## src/flow_pkg.sv

```systemverilog
`default_nettype none

package flow_pkg;

   // Generic 32-bit quantity used for addresses, instructions and data.
   typedef logic [31:0] word_t;

   // Serial bit position during the execute phase.
   typedef logic [4:0] cnt_t;

   // Decoded controls that steer the serial datapath.
   typedef struct packed {
      logic jump;
      logic jal_or_jalr;
      logic utype;
      logic pc_rel;
      logic trap;
      logic rd_we;
   } ctrl_t;

   // Payload returned by the fetch responder.
   typedef struct packed {
      word_t insn;
      word_t rs1;
   } fetch_rsp_t;

   // Payload presented on the result port.
   typedef struct packed {
      word_t pc;
      word_t rd;
      logic  rd_we;
      logic  bad_pc;
      logic  trap;
   } result_t;

   typedef enum logic [2:0] {
      IDLE,
      FETCH_REQ,
      FETCH_REL,
      EXEC,
      RES_REQ,
      RES_REL
   } state_t;

   localparam logic [6:0] OP_LUI    = 7'b0110111;
   localparam logic [6:0] OP_AUIPC  = 7'b0010111;
   localparam logic [6:0] OP_JAL    = 7'b1101111;
   localparam logic [6:0] OP_JALR   = 7'b1100111;
   localparam logic [6:0] OP_SYSTEM = 7'b1110011;

endpackage

`default_nettype wire

```

## src/bit_counter.sv

```systemverilog
`timescale 1ns/1ps
`default_nettype none

module bit_counter (
   input  wire  clk,
   input  wire  i_rst,
   input  logic i_pc_en,
   output logic o_cnt0,
   output logic o_cnt2,
   output logic o_cnt12to31,
   output logic o_done
);

   import flow_pkg::*;

   cnt_t cnt;

   // The count wraps from 31 back to 0 on its own, so it is at zero
   // again when the next execute phase starts.
   always_ff @(posedge clk) begin
      if (i_rst) begin
         cnt <= '0;
      end else if (i_pc_en) begin
         cnt <= cnt + cnt_t'(1);
      end
   end

   assign o_cnt0      = (cnt == cnt_t'(0));
   assign o_cnt2      = (cnt == cnt_t'(2));
   assign o_cnt12to31 = (cnt >= cnt_t'(12));
   assign o_done      = (cnt == cnt_t'(31));

   // Every execute phase must begin at bit position 0.
   a_start_at_zero : assert property (
      @(posedge clk) disable iff (i_rst)
      $rose(i_pc_en) |-> (cnt == cnt_t'(0))
   );

endmodule

`default_nettype wire

```

## src/insn_decode.sv

```systemverilog
`timescale 1ns/1ps
`default_nettype none

module insn_decode (
   input  wire             clk,
   input  wire             i_rst,
   input  logic            i_load,
   input  flow_pkg::word_t i_insn,
   output flow_pkg::ctrl_t o_ctrl,
   output flow_pkg::word_t o_imm
);

   import flow_pkg::*;

   logic [6:0] opcode;
   ctrl_t      ctrl_d;
   word_t      imm_d;

   assign opcode = i_insn[6:0];

   always_comb begin
      ctrl_d = '0;
      imm_d  = '0;
      if (i_insn[1:0] != 2'b11) begin
         // Compressed or otherwise illegal encoding.
         ctrl_d.trap = 1'b1;
      end else begin
         case (opcode)
            OP_LUI: begin
               ctrl_d.utype = 1'b1;
               ctrl_d.rd_we = 1'b1;
               imm_d        = {i_insn[31:12], 12'b0};
            end
            OP_AUIPC: begin
               ctrl_d.utype  = 1'b1;
               ctrl_d.pc_rel = 1'b1;
               ctrl_d.rd_we  = 1'b1;
               imm_d         = {i_insn[31:12], 12'b0};
            end
            OP_JAL: begin
               ctrl_d.jump        = 1'b1;
               ctrl_d.jal_or_jalr = 1'b1;
               ctrl_d.pc_rel      = 1'b1;
               ctrl_d.rd_we       = 1'b1;
               imm_d = {{12{i_insn[31]}}, i_insn[19:12], i_insn[20],
                        i_insn[30:21], 1'b0};
            end
            OP_JALR: begin
               // The target comes from rs1 + imm, so the PC is not an operand.
               ctrl_d.jump        = 1'b1;
               ctrl_d.jal_or_jalr = 1'b1;
               ctrl_d.rd_we       = 1'b1;
               imm_d              = {{21{i_insn[31]}}, i_insn[30:20]};
            end
            OP_SYSTEM: begin
               ctrl_d.trap = 1'b1;
            end
            default: begin
               // Everything else just falls through to pc + 4.
               ctrl_d = '0;
            end
         endcase
      end
   end

   always_ff @(posedge clk) begin
      if (i_rst) begin
         o_ctrl <= '0;
      end else if (i_load) begin
         o_ctrl <= ctrl_d;
      end
   end

   always_ff @(posedge clk) begin
      if (i_load) begin
         o_imm <= imm_d;
      end
   end

endmodule

`default_nettype wire

```

## src/operand_shifter.sv

```systemverilog
`timescale 1ns/1ps
`default_nettype none

module operand_shifter #(
   parameter flow_pkg::word_t TRAP_VECTOR = 32'h0
) (
   input  wire             clk,
   input  wire             i_rst,
   input  logic            i_load,
   input  logic            i_pc_en,
   input  logic            i_cnt0,
   input  flow_pkg::word_t i_rs1,
   input  flow_pkg::word_t i_imm,
   input  logic            i_rd_bit,
   output logic            o_imm_bit,
   output logic            o_buf_bit,
   output logic            o_csr_pc_bit,
   output flow_pkg::word_t o_rd
);

   import flow_pkg::*;

   word_t rs1_sr;
   word_t imm_sr;
   word_t tvec_sr;
   word_t rd_sr;
   logic  carry_r;
   logic  carry_in;
   logic  sum_cy;
   logic  sum_bit;

   // The decoder registers its immediate on the load pulse, so it is
   // only valid from the first serial cycle on. Bit 0 is taken directly
   // and the rest is captured into the shift register in that cycle.
   assign o_imm_bit = i_cnt0 ? i_imm[0] : imm_sr[0];

   always_ff @(posedge clk) begin
      if (i_load) begin
         rs1_sr  <= i_rs1;
         tvec_sr <= TRAP_VECTOR;
      end else if (i_pc_en) begin
         rs1_sr  <= {1'b0, rs1_sr[31:1]};
         tvec_sr <= {1'b0, tvec_sr[31:1]};
      end
   end

   always_ff @(posedge clk) begin
      if (i_pc_en) begin
         if (i_cnt0) begin
            imm_sr <= {i_imm[31], i_imm[31:1]};
         end else begin
            imm_sr <= {imm_sr[31], imm_sr[31:1]};
         end
      end
   end

   // Serial rs1 + imm. The fetch side zeroes rs1 for anything but JALR,
   // which turns this into a plain copy of the immediate.
   assign carry_in           = carry_r & ~i_cnt0;
   assign {sum_cy, sum_bit}  = {1'b0, rs1_sr[0]} + {1'b0, o_imm_bit} + {1'b0, carry_in};
   assign o_buf_bit          = sum_bit;
   assign o_csr_pc_bit       = tvec_sr[0];

   always_ff @(posedge clk) begin
      if (i_rst) begin
         carry_r <= 1'b0;
      end else begin
         carry_r <= i_pc_en & sum_cy;
      end
   end

   // The rd value arrives LSB first and ends up aligned after 32 shifts.
   always_ff @(posedge clk) begin
      if (i_pc_en) begin
         rd_sr <= {i_rd_bit, rd_sr[31:1]};
      end
   end

   assign o_rd = rd_sr;

endmodule

`default_nettype wire

```

## src/pc_ctrl.sv

```systemverilog
`timescale 1ns/1ps
`default_nettype none

module pc_ctrl #(
   parameter flow_pkg::word_t RESET_PC = 32'h0
) (
   input  wire             clk,
   input  wire             i_rst,
   input  logic            i_pc_en,
   input  logic            i_cnt0,
   input  logic            i_cnt2,
   input  logic            i_cnt12to31,
   input  flow_pkg::ctrl_t i_ctrl,
   input  logic            i_imm_bit,
   input  logic            i_buf_bit,
   input  logic            i_csr_pc_bit,
   output logic            o_rd_bit,
   output logic            o_bad_pc,
   output flow_pkg::word_t o_ibus_adr
);

   import flow_pkg::*;

   logic pc;
   logic pc_plus_4;
   logic pc_plus_4_cy;
   logic pc_plus_4_cy_r;
   logic pc_plus_offset;
   logic pc_plus_offset_cy;
   logic pc_plus_offset_cy_r;
   logic pc_plus_offset_aligned;
   logic offset_a;
   logic offset_b;
   logic new_pc;
   logic cnt1_r;
   logic bad_pc_r;

   // The current PC bit is always the bottom of the rotating address.
   assign pc = o_ibus_adr[0];

   // Adding 4 means injecting a single one at bit position 2.
   assign {pc_plus_4_cy, pc_plus_4} = {1'b0, pc} + {1'b0, i_cnt2} + {1'b0, pc_plus_4_cy_r};

   // U-type takes the immediate from bit 12 up; jumps use the buffered
   // operand, which already holds imm or rs1 + imm.
   assign offset_a = i_ctrl.pc_rel & pc;
   assign offset_b = i_ctrl.utype ? (i_imm_bit & i_cnt12to31) : i_buf_bit;

   assign {pc_plus_offset_cy, pc_plus_offset} =
      {1'b0, offset_a} + {1'b0, offset_b} + {1'b0, pc_plus_offset_cy_r};

   assign pc_plus_offset_aligned = pc_plus_offset & ~i_cnt0;

   always_comb begin
      if (i_ctrl.trap) begin
         new_pc = i_csr_pc_bit & ~i_cnt0;
      end else if (i_ctrl.jump) begin
         new_pc = pc_plus_offset_aligned;
      end else begin
         new_pc = pc_plus_4;
      end
   end

   assign o_rd_bit = (i_ctrl.utype & pc_plus_offset_aligned) |
                     (i_ctrl.jal_or_jalr & pc_plus_4);

   always_ff @(posedge clk) begin
      if (i_rst) begin
         pc_plus_4_cy_r      <= 1'b0;
         pc_plus_offset_cy_r <= 1'b0;
         cnt1_r              <= 1'b0;
      end else begin
         pc_plus_4_cy_r      <= i_pc_en & pc_plus_4_cy;
         pc_plus_offset_cy_r <= i_pc_en & pc_plus_offset_cy;
         cnt1_r              <= i_pc_en & i_cnt0;
      end
   end

   always_ff @(posedge clk) begin
      if (i_rst) begin
         o_ibus_adr <= RESET_PC;
      end else if (i_pc_en) begin
         o_ibus_adr <= {new_pc, o_ibus_adr[31:1]};
      end
   end

   // Bit 1 of the target is on the offset adder one cycle after cnt0.
   // The flag is rewritten for every instruction and held until the next.
   always_ff @(posedge clk) begin
      if (i_rst) begin
         bad_pc_r <= 1'b0;
      end else if (i_pc_en && cnt1_r) begin
         bad_pc_r <= i_ctrl.jump & pc_plus_offset;
      end
   end

   assign o_bad_pc = bad_pc_r;

endmodule

`default_nettype wire

```

## src/flow_fsm.sv

```systemverilog
`timescale 1ns/1ps
`default_nettype none

module flow_fsm (
   input  wire                  clk,
   input  wire                  i_rst,
   input  logic                 i_ibus_ack,
   input  logic                 i_res_ack,
   input  logic                 i_done,
   input  flow_pkg::fetch_rsp_t i_ibus_rdt,
   input  flow_pkg::ctrl_t      i_ctrl,
   input  logic                 i_bad_pc,
   input  flow_pkg::word_t      i_pc,
   input  flow_pkg::word_t      i_rd,
   output logic                 o_ibus_req,
   output logic                 o_load,
   output logic                 o_pc_en,
   output logic                 o_res_req,
   output flow_pkg::word_t      o_insn,
   output flow_pkg::word_t      o_rs1,
   output flow_pkg::result_t    o_res
);

   import flow_pkg::*;

   state_t state;
   state_t state_nxt;
   word_t  pc_q;

   always_comb begin
      state_nxt = state;
      case (state)
         IDLE:      state_nxt = FETCH_REQ;
         FETCH_REQ: if (i_ibus_ack) state_nxt = FETCH_REL;
         FETCH_REL: if (!i_ibus_ack) state_nxt = EXEC;
         EXEC:      if (i_done) state_nxt = RES_REQ;
         RES_REQ:   if (i_res_ack) state_nxt = RES_REL;
         RES_REL:   if (!i_res_ack) state_nxt = IDLE;
         default:   state_nxt = IDLE;
      endcase
   end

   always_ff @(posedge clk) begin
      if (i_rst) begin
         state <= IDLE;
      end else begin
         state <= state_nxt;
      end
   end

   assign o_ibus_req = (state == FETCH_REQ);
   assign o_res_req  = (state == RES_REQ);
   assign o_pc_en    = (state == EXEC);

   // Load fires in the last release cycle, right before execution starts.
   assign o_load = (state == FETCH_REL) && !i_ibus_ack;

   // Fetch data is taken while ack is high. Only JALR reads rs1, so for
   // everything else it is zeroed and the serial adder passes imm through.
   always_ff @(posedge clk) begin
      if (o_ibus_req && i_ibus_ack) begin
         o_insn <= i_ibus_rdt.insn;
         if (i_ibus_rdt.insn[6:0] == OP_JALR) begin
            o_rs1 <= i_ibus_rdt.rs1;
         end else begin
            o_rs1 <= '0;
         end
      end
   end

   // The address still points at the fetched instruction here; it starts
   // rotating in the next cycle.
   always_ff @(posedge clk) begin
      if (o_load) begin
         pc_q <= i_pc;
      end
   end

   always_comb begin
      o_res.pc     = pc_q;
      o_res.rd     = i_rd;
      o_res.rd_we  = i_ctrl.rd_we;
      o_res.bad_pc = i_bad_pc;
      o_res.trap   = i_ctrl.trap;
   end

   // Ack may only move toward the level of req, which keeps the four
   // phases of each handshake in order.
   a_ibus_hold : assert property (
      @(posedge clk) disable iff (i_rst)
      $changed(i_ibus_ack) |-> (o_ibus_req == i_ibus_ack)
   );

   a_res_hold : assert property (
      @(posedge clk) disable iff (i_rst)
      $changed(i_res_ack) |-> (o_res_req == i_res_ack)
   );

   // The datapath must not move the fetch address during a request.
   a_adr_stable : assert property (
      @(posedge clk) disable iff (i_rst)
      (o_ibus_req && $past(o_ibus_req)) |-> $stable(i_pc)
   );

endmodule

`default_nettype wire

```

## src/flow_top.sv

```systemverilog
`timescale 1ns/1ps
`default_nettype none

module flow_top #(
   parameter flow_pkg::word_t RESET_PC    = 32'h0000_0000,
   parameter flow_pkg::word_t TRAP_VECTOR = 32'h0000_0100
) (
   input  wire                  clk,
   input  wire                  i_rst,
   output logic                 o_ibus_req,
   output flow_pkg::word_t      o_ibus_adr,
   input  logic                 i_ibus_ack,
   input  flow_pkg::fetch_rsp_t i_ibus_rdt,
   output logic                 o_res_req,
   output flow_pkg::result_t    o_res,
   input  logic                 i_res_ack
);

   import flow_pkg::*;

   logic  load;
   logic  pc_en;
   logic  done;
   logic  cnt0;
   logic  cnt2;
   logic  cnt12to31;
   logic  imm_bit;
   logic  buf_bit;
   logic  csr_pc_bit;
   logic  rd_bit;
   logic  bad_pc;
   ctrl_t ctrl;
   word_t insn;
   word_t rs1;
   word_t imm;
   word_t rd;

   flow_fsm u_fsm (
      .clk        (clk),
      .i_rst      (i_rst),
      .i_ibus_ack (i_ibus_ack),
      .i_res_ack  (i_res_ack),
      .i_done     (done),
      .i_ibus_rdt (i_ibus_rdt),
      .i_ctrl     (ctrl),
      .i_bad_pc   (bad_pc),
      .i_pc       (o_ibus_adr),
      .i_rd       (rd),
      .o_ibus_req (o_ibus_req),
      .o_load     (load),
      .o_pc_en    (pc_en),
      .o_res_req  (o_res_req),
      .o_insn     (insn),
      .o_rs1      (rs1),
      .o_res      (o_res)
   );

   bit_counter u_cnt (
      .clk         (clk),
      .i_rst       (i_rst),
      .i_pc_en     (pc_en),
      .o_cnt0      (cnt0),
      .o_cnt2      (cnt2),
      .o_cnt12to31 (cnt12to31),
      .o_done      (done)
   );

   insn_decode u_dec (
      .clk    (clk),
      .i_rst  (i_rst),
      .i_load (load),
      .i_insn (insn),
      .o_ctrl (ctrl),
      .o_imm  (imm)
   );

   operand_shifter #(
      .TRAP_VECTOR (TRAP_VECTOR)
   ) u_ops (
      .clk          (clk),
      .i_rst        (i_rst),
      .i_load       (load),
      .i_pc_en      (pc_en),
      .i_cnt0       (cnt0),
      .i_rs1        (rs1),
      .i_imm        (imm),
      .i_rd_bit     (rd_bit),
      .o_imm_bit    (imm_bit),
      .o_buf_bit    (buf_bit),
      .o_csr_pc_bit (csr_pc_bit),
      .o_rd         (rd)
   );

   pc_ctrl #(
      .RESET_PC (RESET_PC)
   ) u_pc (
      .clk          (clk),
      .i_rst        (i_rst),
      .i_pc_en      (pc_en),
      .i_cnt0       (cnt0),
      .i_cnt2       (cnt2),
      .i_cnt12to31  (cnt12to31),
      .i_ctrl       (ctrl),
      .i_imm_bit    (imm_bit),
      .i_buf_bit    (buf_bit),
      .i_csr_pc_bit (csr_pc_bit),
      .o_rd_bit     (rd_bit),
      .o_bad_pc     (bad_pc),
      .o_ibus_adr   (o_ibus_adr)
   );

endmodule

`default_nettype wire

```

## config.mk

```make
export PLATFORM = sky130hd
export DESIGN_NAME = flow_top
export DESIGN_NICKNAME = d
export VERILOG_FILES = /design/src/flow_pkg.sv /design/src/bit_counter.sv /design/src/insn_decode.sv /design/src/operand_shifter.sv /design/src/pc_ctrl.sv /design/src/flow_fsm.sv /design/src/flow_top.sv
export SDC_FILE = /design/constraint.sdc
export NUM_CORES = 1
export LEC_CHECK = 0
export BUFFER_PORTS_ARGS = -buffer_cell sky130_fd_sc_hd__clkbuf_2
export CAP_MARGIN = 25
export CORE_MARGIN = 2
export CORE_UTILIZATION = 45
export DETAILED_ROUTE_END_ITERATION = 7
export GPL_TIMING_DRIVEN = 0
export PLACE_DENSITY = 0.66
export SYNTH_ARGS = -nofsm -noshare
export SYNTH_HDL_FRONTEND = slang
export SYNTH_SLANG_ARGS = --single-unit
export TNS_END_PERCENT = 20
```

## constraint.sdc

```tcl
create_clock -name clk -period 9.5 [get_ports clk]
set_clock_uncertainty 0.1 [all_clocks]
set_input_delay 0.475 -clock clk [delete_from_list [all_inputs] [get_ports clk]]
set_output_delay 0.475 -clock clk [all_outputs]
set_load 0.05 [all_outputs]
```

Word level (Yosys, flattened, before mapping)
Index checks and enable logic that the tools add are counted.
- flip-flop bits (word level): 284
- input port bits: 68
- output and inout bits: 101
- word-level logic and storage cells: 99
- add/subtract/negate cells: 7
- $lt $le $gt $ge: 1
- equality and inequality tests: 19
- multiplexer cells: 22
- bitwise gates (word level): 14
- reductions and logical operators: 13
- operator list (kind ; number):
    one-hot mux 32 bit (3 select lines) ; 1
    two-way mux 32 bit ; 2
    two-way mux 31 bit ; 1
    equality test 7 bit (second input constant) ; 4
    one-hot mux 3 bit (6 select lines) ; 1
    two-way mux 3 bit ; 5
    bitwise AND 1 bit ; 12
    two-way mux 1 bit ; 10
    != test 2 bit (second input constant) ; 5
    equality test 7 x 5 -> 1 bit (second input constant) ; 1
    equality test 7 x 6 -> 1 bit (second input constant) ; 1
    adder 1 x 1 -> 2 bit ; 3
    adder 2 x 1 -> 2 bit ; 3
    equality test 3 x 2 -> 1 bit (second input constant) ; 2
    equality test 3 bit (second input constant) ; 2
    OR reduction 2 bit ; 3
    adder 5 x 1 -> 5 bit (second input constant) ; 1
    equality test 5 x 2 -> 1 bit (second input constant) ; 1
    equality test 5 bit (second input constant) ; 1
    >= comparator 5 x 4 -> 1 bit (second input constant) ; 1
    zero test 5 bit ; 1
    AND reduction 5 bit ; 1
    two-way mux 4 bit ; 1
    OR reduction 4 bit ; 1
    10 further kinds ; 12

Longest topological paths before layout
Gate-level depths: netlist of run 1.
- depth in word-level cells: 10
- depth in mapped cells: 13
- depth with buffers taken out: 12

Modules after synthesis
Synthesis of run 1 repeated with hierarchy kept, for this count alone.
- cell total of the unflattened synthesis: 665
- area, all modules: 11128.2 um^2
- by module, submodules not included (module ; instances ; cells each ; area each (um^2) ; seq. area each (um^2)):
    operand_shifter ; 1 ; 204 ; 4304.1 ; 3083.0
    flow_fsm ; 1 ; 192 ; 3608.5 ; 2942.8
    insn_decode ; 1 ; 107 ; 1526.5 ; 1061.0
    pc_ctrl ; 1 ; 132 ; 1390.1 ; 720.7
    bit_counter ; 1 ; 30 ; 299.0 ; 100.1

Worst setup path before layout of run 1
OpenSTA, ideal clock, no wires.
- path kind: reg2reg
- start: reg u_fsm.state[1]
- end: reg u_fsm.o_insn[0] (enable)
- library setup time: 0.476 ns
- arrival time: 3.062 ns
- required time: 8.924 ns
- path slack: 5.862 ns
- cell stages (with the launch flop): 5
- buffers on the path: 1
- clock period less this slack: 3.638 ns
- cell sequence: dfxtp_1 buf_4 inv_1 nand2_1 nor2_1
- longest elaborated chain between the ends: 2
- ends and longest elaborated chain (what ; RTL line ; source):
    start, declared ; flow_fsm.sv:26 ; state_t state;
    start signal, assigned ; flow_fsm.sv:47 ; state <= state_nxt;
    equality test 3 x 1 -> 1 bit ; flow_fsm.sv:51 ; assign o_ibus_req = (state == FETCH_REQ);
    logical AND 1 bit ; flow_fsm.sv:61 ; if (o_ibus_req && i_ibus_ack) begin
    end signal, assigned ; flow_fsm.sv:62 ; o_insn <= i_ibus_rdt.insn;
    end, declared ; flow_fsm.sv:19 ; output flow_pkg::word_t o_insn,
Every way passes these cells.
A chain may end at the register's enable or synchronous reset.

Worst setup path in the final report of run 1
- start: reg u_cnt.cnt[0]
- end: reg u_pc.o_ibus_adr[31]
- longest elaborated chain between the ends: 10
- elaborated cells on any way between the ends: 18
- those cells by class: add/sub: 6; order compare: 1; eq/ne: 1; mux: 4; bitwise: 5; reduce/logical: 1
- ends and longest elaborated chain (what ; RTL line ; source):
    start, declared ; bit_counter.sv:16 ; cnt_t cnt;
    start signal, assigned ; bit_counter.sv:24 ; cnt <= cnt + cnt_t'(1);
    zero test 5 bit ; bit_counter.sv:28 ; assign o_cnt0 = (cnt == cnt_t'(0));
    two-way mux 1 bit / NOT 1 bit (equally long branches) ; n/a ;
    adder 1 x 1 -> 2 bit / bitwise AND 1 bit (equally long branches) ; operand_shifter.sv:60, operand_shifter.sv:59 ;
    adder 2 x 1 -> 2 bit ; operand_shifter.sv:60 ; assign {sum_cy, sum_bit} = {1'b0, rs1_sr[0]} + {1'b0, o_imm_bit} + {1'b0, carry_in};
    two-way mux 1 bit ; pc_ctrl.sv:47 ; assign offset_b = i_ctrl.utype ? (i_imm_bit & i_cnt12to31) : i_buf_bit;
    adder 1 x 1 -> 2 bit ; pc_ctrl.sv:50 ; {1'b0, offset_a} + {1'b0, offset_b} + {1'b0, pc_plus_offset_cy_r};
    adder 2 x 1 -> 2 bit ; pc_ctrl.sv:50 ;
    bitwise AND 1 bit ; pc_ctrl.sv:52 ; assign pc_plus_offset_aligned = pc_plus_offset & ~i_cnt0;
    two-way mux 1 bit ; pc_ctrl.sv:57 ; end else if (i_ctrl.jump) begin
    two-way mux 1 bit * ; pc_ctrl.sv:55 ; if (i_ctrl.trap) begin
    end signal, assigned ; pc_ctrl.sv:83 ; o_ibus_adr <= {new_pc, o_ibus_adr[31:1]};
    end, declared ; pc_ctrl.sv:19 ; output flow_pkg::word_t o_ibus_adr
Every way passes the cells marked *; elsewhere a longest branch is shown, timed or not.

==> results of run 1 <==
state kept, by name (all words and copies together) (netlist names), 9 cells and up:
register and cells:
u_ops.tvec_sr 9, u_fsm.o_insn 27, u_ops.rs1_sr 32, u_fsm.o_rs1 32
u_ops.o_rd 32, u_ops.imm_sr 32, u_dec.o_imm 32, u_fsm.pc_q 32
u_pc.o_ibus_adr 32
cell families (layout without fill, tap and decap cells):
kind of cell	Yosys count	after routing	share of synthesized area
AOI/OAI and AO/OA	80	80	0.0476
xor gates and xnor gates	2	2	0.00171
adders and majority gates	7	7	0.0107
buffers and inverters	53	281	0.0242
DFF	278	278	0.756
muxes	2	2	0.00195
and+or+nand+nor	380	380	0.158
worst paths after layout:
path                                            end  slack [ns]
worst max-delay path            u_pc.o_ibus_adr[31]        5.98
worst min-delay path               u_fsm.o_insn[27]        0.02
worst max register to register  u_pc.o_ibus_adr[31]        5.98
worst min register to register     u_ops.tvec_sr[8]        0.34
repair_timing:
| item | 4_1_cts | 5_1_grt |
|---|---|---|
| hold endpoints to repair | 7 | 3 |
| hold buffers | 7 | 3 |
| setup buffers | 0 | 0 |
metal layers:
| metal | wire [um] | GRT usage |
|---|---|---|
| met2 | 8460 | 0.254 |
| met5 | 0 | 0 |
| met4 | 286 | 0.0414 |
| met1 | 8940 | 0.221 |
| met3 | 1230 | 0.0340 |
per-stage QoR:
stage / hold WS, ns / setup slack, ns / total power [mW] / instances
final: 0.0193 / 5.98 / 2.57 / 1315
after global routing: 0.00195 / 5.75 / 2.68 / 1315
after CTS: 0.000360 / 5.93 / 2.60 / 1312
after detailed placement: 0.331 / 5.96 / 1.53 / 1252
after global placement: 0.331 / 4.72 / 1.52 / 1249
after floorplan: 0.323 / 5.86 / 1.48 / 802
worst max-delay path, delay by kind of cell (launching register included):
kind	cells	cell delay [ns]
AOI/OAI and AO/OA	4	0.58
adders and majority gates	3	1.19
buffers and inverters	2	0.52
DFF	1	0.38
and+or+nand+nor	4	0.66
power by group through the flow:
stage               sequential, mW  clock [mW]  combinational [mW]
global route                  1.38        1.15               0.149
CTS                           1.37        1.10               0.134
global placement              1.40           0               0.122
floorplan                     1.42           0              0.0650
detailed placement            1.40           0               0.132
finish                        1.37        1.07               0.133
layout by cell type, fill, tap and decap left out, types with 14 or more instances in the layout:
cell type and instances:
a21o_1 20, a21oi_1 49, and2_1 45, buf_2 14, clkbuf_1 24, clkbuf_16 29
clkbuf_2 164, dfxtp_1 59, edfxtp_1 219, nand2_1 290
area by class of cell:
| type | instances | area, um2 | share of cell area |
|---|---|---|---|
| Multi-Input combinational cell | 471 | 2260 | 0.181 |
| Buffer | 43 | 215 | 0.0172 |
| Sequential cell | 278 | 7760 | 0.620 |
| Tap cell | 285 | 357 | 0.0285 |
| Clock inverter | 18 | 143 | 0.0114 |
| Timing Repair Buffer | 175 | 993 | 0.0793 |
| Clock buffer | 35 | 758 | 0.0606 |
| Inverter | 10 | 37.5 | 0.00300 |
==> results.sh, run 1 <==
export IMPL_synth_largest_area_cell="edfxtp_1"
export IMPL_synth_seq_cells=278
export IMPL_grt_overflow=0
export IMPL_slowest_delay_ns=0.52
export IMPL_power_density_nw_per_um2=206
export IMPL_dpl_cell_area_um2=11500
export IMPL_pwr_share_clk=0.415
export IMPL_path_class="register to register"
export IMPL_synthCells=802
export IMPL_grt_setup_unrepaired="no"
export IMPL_viasPerCell=4.79
export IMPL_wirelength_um=18900
export IMPL_hp_class="primary input to register"
export IMPL_n_fill_cell=1898
export IMPL_endpoint_kind="register"
export IMPL_seqPwrFrac=0.533
export IMPL_final_max_slew_viol_count=0
export IMPL_clkTransAtPathRegs_ns=0.06
export IMPL_synthFlopType="edfxtp_1"
export IMPL_tns_ns=0
export IMPL_synth_distinct_cells=40
export IMPL_grt_pass1_vias=6052
export IMPL_wire_per_inst_um=14.4
export IMPL_postSynth_asyncResetShare=0
export IMPL_gp_congestion=0.753
export IMPL_setup_violations=0
export IMPL_dieArea_um2=24000
export IMPL_first_iter_violations=352
export IMPL_start_util=0.456
export IMPL_synth_fp_nets=877
export IMPL_chipHeight_um=155
export IMPL_cts_tree="yes"
export IMPL_cts_sinks=278
export IMPL_hpwl_um=12400
export IMPL_ioPinCount=169
export IMPL_critPathSlowestCell="fa_1"
export IMPL_synth_edf_count=219
export IMPL_fin_util=0.556
export IMPL_die_w_um=155
export IMPL_drc=0
export IMPL_status="finished, final reports clean"
export IMPL_num_vias=6304
export IMPL_maxCapViolCount=0
export IMPL_netlist_area_um2=10300
export IMPL_yosysMostFrequentCell="nand2_1"
export IMPL_hold_depth=1
export IMPL_rows=55
export IMPL_grt_total_usage=0.158
export IMPL_crit_chain="inv_1, ha_1, nand2_1, clkbuf_1, nand2_1, fa_1, nor2_1, a31oi_1, fa_1, nor3b_1, a21oi_1, a2bb2oi_1, a211oi_1"
export IMPL_avgSynthCellArea_um2=12.8
export IMPL_internal_power_mw=2.02
export IMPL_clk_latency_ns=0.54
export IMPL_slew_headroom=0.376
export IMPL_cp_arrival_ns=3.88
export IMPL_rr_startpoint="u_cnt.cnt[0]"
export IMPL_finalInstanceArea_um2=12500
export IMPL_cp_required_ns=9.86
export IMPL_cts_buffers=29
export IMPL_io_buffers=162
export IMPL_fmax_mhz=284
export IMPL_p_sw_frac=0.216
export IMPL_leakagePower_nw=5.11
export IMPL_grt_max_degree=74
export IMPL_area_growth_pct=22.1
export IMPL_antenna_found_initial=0
export IMPL_cp_startpoint="u_cnt.cnt[0]"
export IMPL_ys_warnings_count=0
export IMPL_grt_pass1_wl_um=30600
export IMPL_cts_htree_levels=1
export IMPL_power_frac_comb=0.052
export IMPL_fin_crit_sh=0.371
export IMPL_synth_area_leaders="edfxtp_1 (64%), dfxtp_1 (12%), nand2_1 (11%)"
export IMPL_worst_pin_slew_ns=0.935
export IMPL_yosysSeqAreaShare=0.756
export IMPL_drive_above_1_share=0.228
export IMPL_core_area_um2=22500
export IMPL_p_switching_mw=0.555
export IMPL_drtPass1Iterations=4
export IMPL_fin_nets=1083
export IMPL_period_needed_ns=3.52
export IMPL_post_cts_resized=0
export IMPL_final_hold_viol_count=0
export IMPL_ir_drop_mv=0.112
export IMPL_cp_max_fo=10
export IMPL_cts_path_max_buffers=3
export IMPL_synth_top_cell_area_share=0.641
export IMPL_yosys_top_cells_count="nand2_1 (290), edfxtp_1 (219), dfxtp_1 (59)"
export IMPL_diodes=0
export IMPL_root_buffer="clkbuf_16"
export IMPL_antenna_left=0
export IMPL_ff2ff_path_depth=13
export IMPL_hold_start="i_ibus_rdt[59]"
export IMPL_cp_start_kind="register"
Note: power is estimated with default switching activity, not from simulation.
==> run 2, diff against run 1 <==
clock period = 3.4 ns   (was 9.5 ns; I/O delays follow)
==> run 2 against run 1 <==
Routed wire length increased by 3.4%. Sequential power grew to 2.8 times the previous value. First-iteration DRC count up 6.3%. Highest routed layer unchanged.
==> results.sh, run 2 (synthesis gave the netlist of run 1 again) <==
export IMPL_grt_total_usage=0.161
export IMPL_num_vias=6473
export IMPL_area_growth_pct=26.7
export IMPL_dpl_cell_area_um2=11500
export IMPL_internal_power_mw=5.69
export IMPL_clk_latency_ns=0.53
export IMPL_cp_max_fo=10
export IMPL_rows=55
export IMPL_first_iter_violations=374
export IMPL_cp_required_ns=3.74
export IMPL_period_needed_ns=3.14
export IMPL_power_frac_comb=0.057
export IMPL_rr_startpoint="u_cnt.cnt[0]"
export IMPL_met3_usage=0.0298
export IMPL_cts_buffers=29
export IMPL_final_hold_viol_count=0
export IMPL_grt_busiest_layer="met2"
export IMPL_cp_arrival_ns=3.48
export IMPL_holdPathEnd="u_dec.o_ctrl[2]"
export IMPL_fin_nets=1133
export IMPL_status="finished, final reports clean"
export IMPL_finalInstanceArea_um2=13000
export IMPL_cts_htree_levels=1
export IMPL_cts_tree="yes"
export IMPL_start_util=0.456
export IMPL_drive_above_1_share=0.216
export IMPL_maxCapViolCount=0
export IMPL_ioPinCount=169
export IMPL_final_common_cell="nand2_1"
export IMPL_grt_max_degree=74
export IMPL_seqPwrFrac=0.531
export IMPL_ff2ff_path_depth=13
export IMPL_diodes=0
export IMPL_met2_usage=0.264
export IMPL_fmax_mhz=319
export IMPL_path_class="register to register"
export IMPL_fin_crit_sh=0.923
export IMPL_p_switching_mw=1.53
export IMPL_slowest_delay_ns=0.50
export IMPL_cts_sinks=278
export IMPL_timing_rr_end="u_pc.o_ibus_adr[31]"
export IMPL_grt_setup_unrepaired="no"
export IMPL_p_sw_frac=0.212
export IMPL_die_w_um=155
export IMPL_hp_class="primary input to register"
export IMPL_chipHeight_um=155
export IMPL_stdcell_count=1363
export IMPL_hold_start="i_rst"
export IMPL_drtPass1Iterations=5
export IMPL_cp_start_kind="register"
export IMPL_hold_depth=2
export IMPL_clkTransAtPathRegs_ns=0.06
export IMPL_drc=0
export IMPL_worst_pin_slew_ns=0.917
export IMPL_grt_pass1_vias=6187
export IMPL_core_area_um2=22500
export IMPL_power_density_nw_per_um2=555
export IMPL_r2r_slack_ns=0.26
export IMPL_final_max_slew_viol_count=0
export IMPL_critPathSlowestCell="fa_1"
export IMPL_antenna_left=0
export IMPL_cp_common_cell="fa_1"
export IMPL_endpoint_kind="register"
export IMPL_leakagePower_nw=5.31
export IMPL_use_met1=0.223
export IMPL_setup_violations=0
export IMPL_place_inst=1251
export IMPL_p_total_mw=7.22
export IMPL_wirelength_um=19600
export IMPL_dieArea_um2=24000
export IMPL_cts_path_max_buffers=3
export IMPL_viasPerCell=4.75
export IMPL_grt_pass1_wl_um=31200
export IMPL_crit_chain="inv_1, ha_1, nand2_4, clkbuf_4, nand2_1, fa_1, nor2_1, a31oi_1, fa_1, nor3b_1, a21oi_1, a2bb2oi_1, a211oi_1"
export IMPL_grt_overflow=0
export IMPL_io_buffers=162
export IMPL_fin_util=0.578
export IMPL_pwr_share_clk=0.411
export IMPL_mostFrequentLayoutCells="nand2_1 (289), edfxtp_1 (219), clkbuf_2 (164), dlygate4sd3_1 (61), dfxtp_1 (59)"
export IMPL_gp_congestion=0.770
export IMPL_slew_headroom=0.389
export IMPL_antenna_found_initial=0
export IMPL_root_buffer="clkbuf_16"
export IMPL_tns_ns=0
export IMPL_wire_per_inst_um=14.4
export IMPL_ir_drop_mv=0.386
export IMPL_hpwl_um=12100
[run 2: cell types whose count changed in the layout (fill, tap and decap cells not counted), moves of 2 or more]
| cell | previous run | this run |
|---|---|---|
| dlygate4sd3_1 | 10 | 61 |
| buf_16 | 3 | 1 |
| clkbuf_1 | 24 | 26 |
| clkbuf_8 | 1 | 3 |
| clkinv_1 | 7 | 5 |
| clkinv_2 | 5 | 3 |
[run 2: power groups by stage]
stage	Sequential [mW]	Clock [mW]	Combinational, mW
final	3.84	2.97	0.414
after global routing	3.85	3.17	0.457
after CTS	3.84	3.03	0.412
after detailed placement	3.91	0	0.357
after global placement	3.91	0	0.340
after floorplan	3.95	0	0.182
[run 2: routing by layer]
metal | vias up | wire length (um)
met5 | - | 0
met4 | 0 | 382
met3 | 34 | 1180
met2 | 181 | 8940
met1 | 2990 | 9050
li1 | 3268 | -
[run 2: critical path, delay by kind of cell, from the launching register on]
kind	cells	cell delay [ns]
AO/OA/AOI/OAI	4	0.60
adder cells (fa/ha/maj)	3	1.20
buffers and inverters	2	0.32
flip-flops	1	0.38
AND/OR/NAND/NOR	4	0.46
[run 2: per-stage QoR]
stage	setup WS (ns)	hold slack [ns]
floorplan	0.326	0.169
global route	0.0318	0.0326
global placement	-0.0667	0.249
detailed placement	-0.108	0.249
CTS	0.0333	0.0128
finish	0.261	0.0122
[run 2: final cells by class]
class,instances,area (um2)
Clock inverter,10,72.6
Fill cell,1808,9500
Clock buffer,41,822
Multi-Input combinational cell,471,2270
Inverter,10,37.5
Timing Repair Buffer,225,1470
Tap cell,285,357
Sequential cell,278,7760
Buffer,43,219
[run 2: how the worst max path moves through the flow]
stage | start | endpoint | slack [ns] | depth (start not counted)
after floorplan | u_cnt.cnt[0] | u_pc.o_ibus_adr[31] | 0.33 | 13
after global placement | u_cnt.cnt[0] | u_pc.o_ibus_adr[31] | -0.07 | 13
after detailed placement | u_cnt.cnt[0] | u_pc.o_ibus_adr[31] | -0.11 | 13
after CTS | u_cnt.cnt[0] | u_pc.o_ibus_adr[31] | 0.03 | 13
after global routing | u_cnt.cnt[1] | u_pc.o_ibus_adr[31] | 0.03 | 13
final | u_cnt.cnt[0] | u_pc.o_ibus_adr[31] | 0.26 | 13
[run 2: repair_timing]
item                       in CTS  in global routing
setup endpoints to repair       1                  1
buffers inserted                0                  0
hold endpoints to repair       61                  0
resized for setup               1                  4
cloned                          0                  0
hold buffers                   61                  0
==> run 3, diff against run 2 <==
CORE_UTILIZATION = 35   (was 45)
PLACE_DENSITY = unset   (was 0.66)
PLACE_DENSITY_LB_ADDON = 0.15   (was unset)
==> run 3 against run 2 <==
Critical path depth stayed put. Register-to-register slack about the same. Critical path type unchanged. Final cell count is 8.1% higher. Routed wire length up 5.7%. First-iteration DRC count rose by 30%. Fmax down 0.15%. Clock power is 3% higher.
==> results.sh, run 3 (synthesis gave the netlist of run 1 again) <==
export IMPL_critPathSlowestCell="fa_1"
export IMPL_final_max_slew_viol_count=0
export IMPL_finalInstanceArea_um2=13300
export IMPL_core_area_um2=28800
export IMPL_cp_common_cell="fa_1"
export IMPL_mostFrequentLayoutCells="nand2_1 (289), edfxtp_1 (219), clkbuf_2 (164), dlygate4sd3_1 (63), dfxtp_1 (59)"
export IMPL_root_buffer="clkbuf_16"
export IMPL_fin_crit_sh=0.925
export IMPL_clk_latency_ns=0.55
export IMPL_final_common_cell="nand2_1"
export IMPL_fin_util=0.461
export IMPL_dieArea_um2=30700
export IMPL_cp_startpoint="u_cnt.cnt[0]"
export IMPL_wirelength_um=20700
export IMPL_place_inst=1353
export IMPL_path_class="register to register"
export IMPL_viasPerCell=4.48
export IMPL_gp_congestion=0.744
export IMPL_cts_path_max_buffers=3
export IMPL_endpoint_kind="register"
export IMPL_hpwl_um=13400
export IMPL_num_vias=6603
export IMPL_n_fill_cell=2624
export IMPL_grt_pass1_wl_um=33100
export IMPL_cts_sinks=278
export IMPL_clkTransAtPathRegs_ns=0.06
export IMPL_ir_drop_mv=0.384
export IMPL_cp_required_ns=3.76
export IMPL_cts_htree_levels=1
export IMPL_maxCapViolCount=0
export IMPL_hold_slack_ns=0.0968
export IMPL_ioPinCount=169
export IMPL_first_iter_violations=488
export IMPL_grt_total_usage=0.134
export IMPL_grt_setup_unrepaired="no"
export IMPL_critPathBufInv=2
export IMPL_grt_overflow=0
export IMPL_cp_max_fo=10
export IMPL_leakagePower_nw=5.38
export IMPL_setup_violations=0
export IMPL_period_needed_ns=3.14
export IMPL_final_hold_viol_count=0
export IMPL_fin_nets=1140
export IMPL_cts_tree="yes"
export IMPL_crit_chain="inv_1, ha_1, nand2_4, clkbuf_4, nand2_1, fa_1, nor2_1, a31oi_1, fa_1, nor3b_1, a21oi_1, a2bb2oi_1, a211oi_1"
export IMPL_worst_pin_slew_ns=0.799
export IMPL_antenna_found_initial=0
export IMPL_rr_startpoint="u_cnt.cnt[0]"
export IMPL_critical_path_top_delay_family="adder cells"
export IMPL_wire_per_inst_um=14.0
export IMPL_fmax_mhz=318
export IMPL_diodes=0
export IMPL_dpl_cell_area_um2=11700
export IMPL_chipHeight_um=175
export IMPL_slowest_delay_ns=0.51
export IMPL_antenna_left=0
export IMPL_p_total_mw=7.33
export IMPL_status="finished, final reports clean"
export IMPL_cp_arrival_ns=3.50
export IMPL_die_w_um=175
export IMPL_r2r_slack_ns=0.26
export IMPL_area_growth_pct=29.3
export IMPL_drive_above_1_share=0.224
export IMPL_stdcell_count=1474
export IMPL_cts_buffers=31
export IMPL_grt_pass1_vias=6347
export IMPL_io_buffers=162
export IMPL_rows=62
export IMPL_slew_headroom=0.466
export IMPL_start_util=0.356
export IMPL_hp_class="primary input to register"
export IMPL_grt_max_degree=70
export IMPL_power_density_nw_per_um2=552
export IMPL_drc=0
export IMPL_hold_start="i_rst"
export IMPL_drtPass1Iterations=4
export IMPL_cp_start_kind="register"
[run 3: per-layer routing]
layer | up-vias | global-route usage | share of wire
met5 | - | 0 | 0
met4 | 0 | 0.0361 | 0.022
met3 | 34 | 0.0281 | 0.061
met2 | 199 | 0.205 | 0.43
met1 | 3080 | 0.192 | 0.48
li1 | 3290 | - | -
[run 3: through the flow]
| stage | setup WS (ns) | TNS (ns) |
|---|---|---|
| 2_1_floorplan | 0.326 | 0 |
| 3_3_place_gp | -0.139 | -2.40 |
| 3_5_place_dp | -0.205 | -0.207 |
| 4_1_cts | 0.0888 | 0 |
| 5_1_grt | 0.0145 | 0 |
| 6_report | 0.256 | 0 |
[run 3: where the power goes]
group	switching, mW	internal, mW	leakage [nW]	total, mW
clock network	1.30	1.77	0.470	3.06
registers	0.0465	3.79	2.54	3.83
logic	0.264	0.165	2.37	0.429
total	1.61	5.72	5.38	7.33
[run 3: final cells by class]
class	count	area (um2)	area share
clock inverters	13	73.8	0.00556
clock buffers	45	868	0.0654
repair buffers	230	1560	0.118
inverters	10	37.5	0.00283
flip-flops and latches	278	7760	0.585
well taps	384	480	0.0362
multi-input cells	471	2270	0.171
plain buffers	43	219	0.0165
[run 3: worst paths after layout]
kind,to,cells past startpoint
setup / recovery,u_pc.o_ibus_adr[31],13
hold reg to reg,u_ops.o_rd[22],0
setup reg to reg,u_pc.o_ibus_adr[31],13
hold / removal,u_dec.o_ctrl[2],2
[run 3: timing repair]
action | in CTS | in global routing
gates cloned | 0 | 0
setup endpoints to repair | 2 | 1
hold buffers | 63 | 0
setup buffers | 0 | 0
hold endpoints to repair | 62 | 0
resized for setup | 2 | 3
pin swaps | 0 | 0
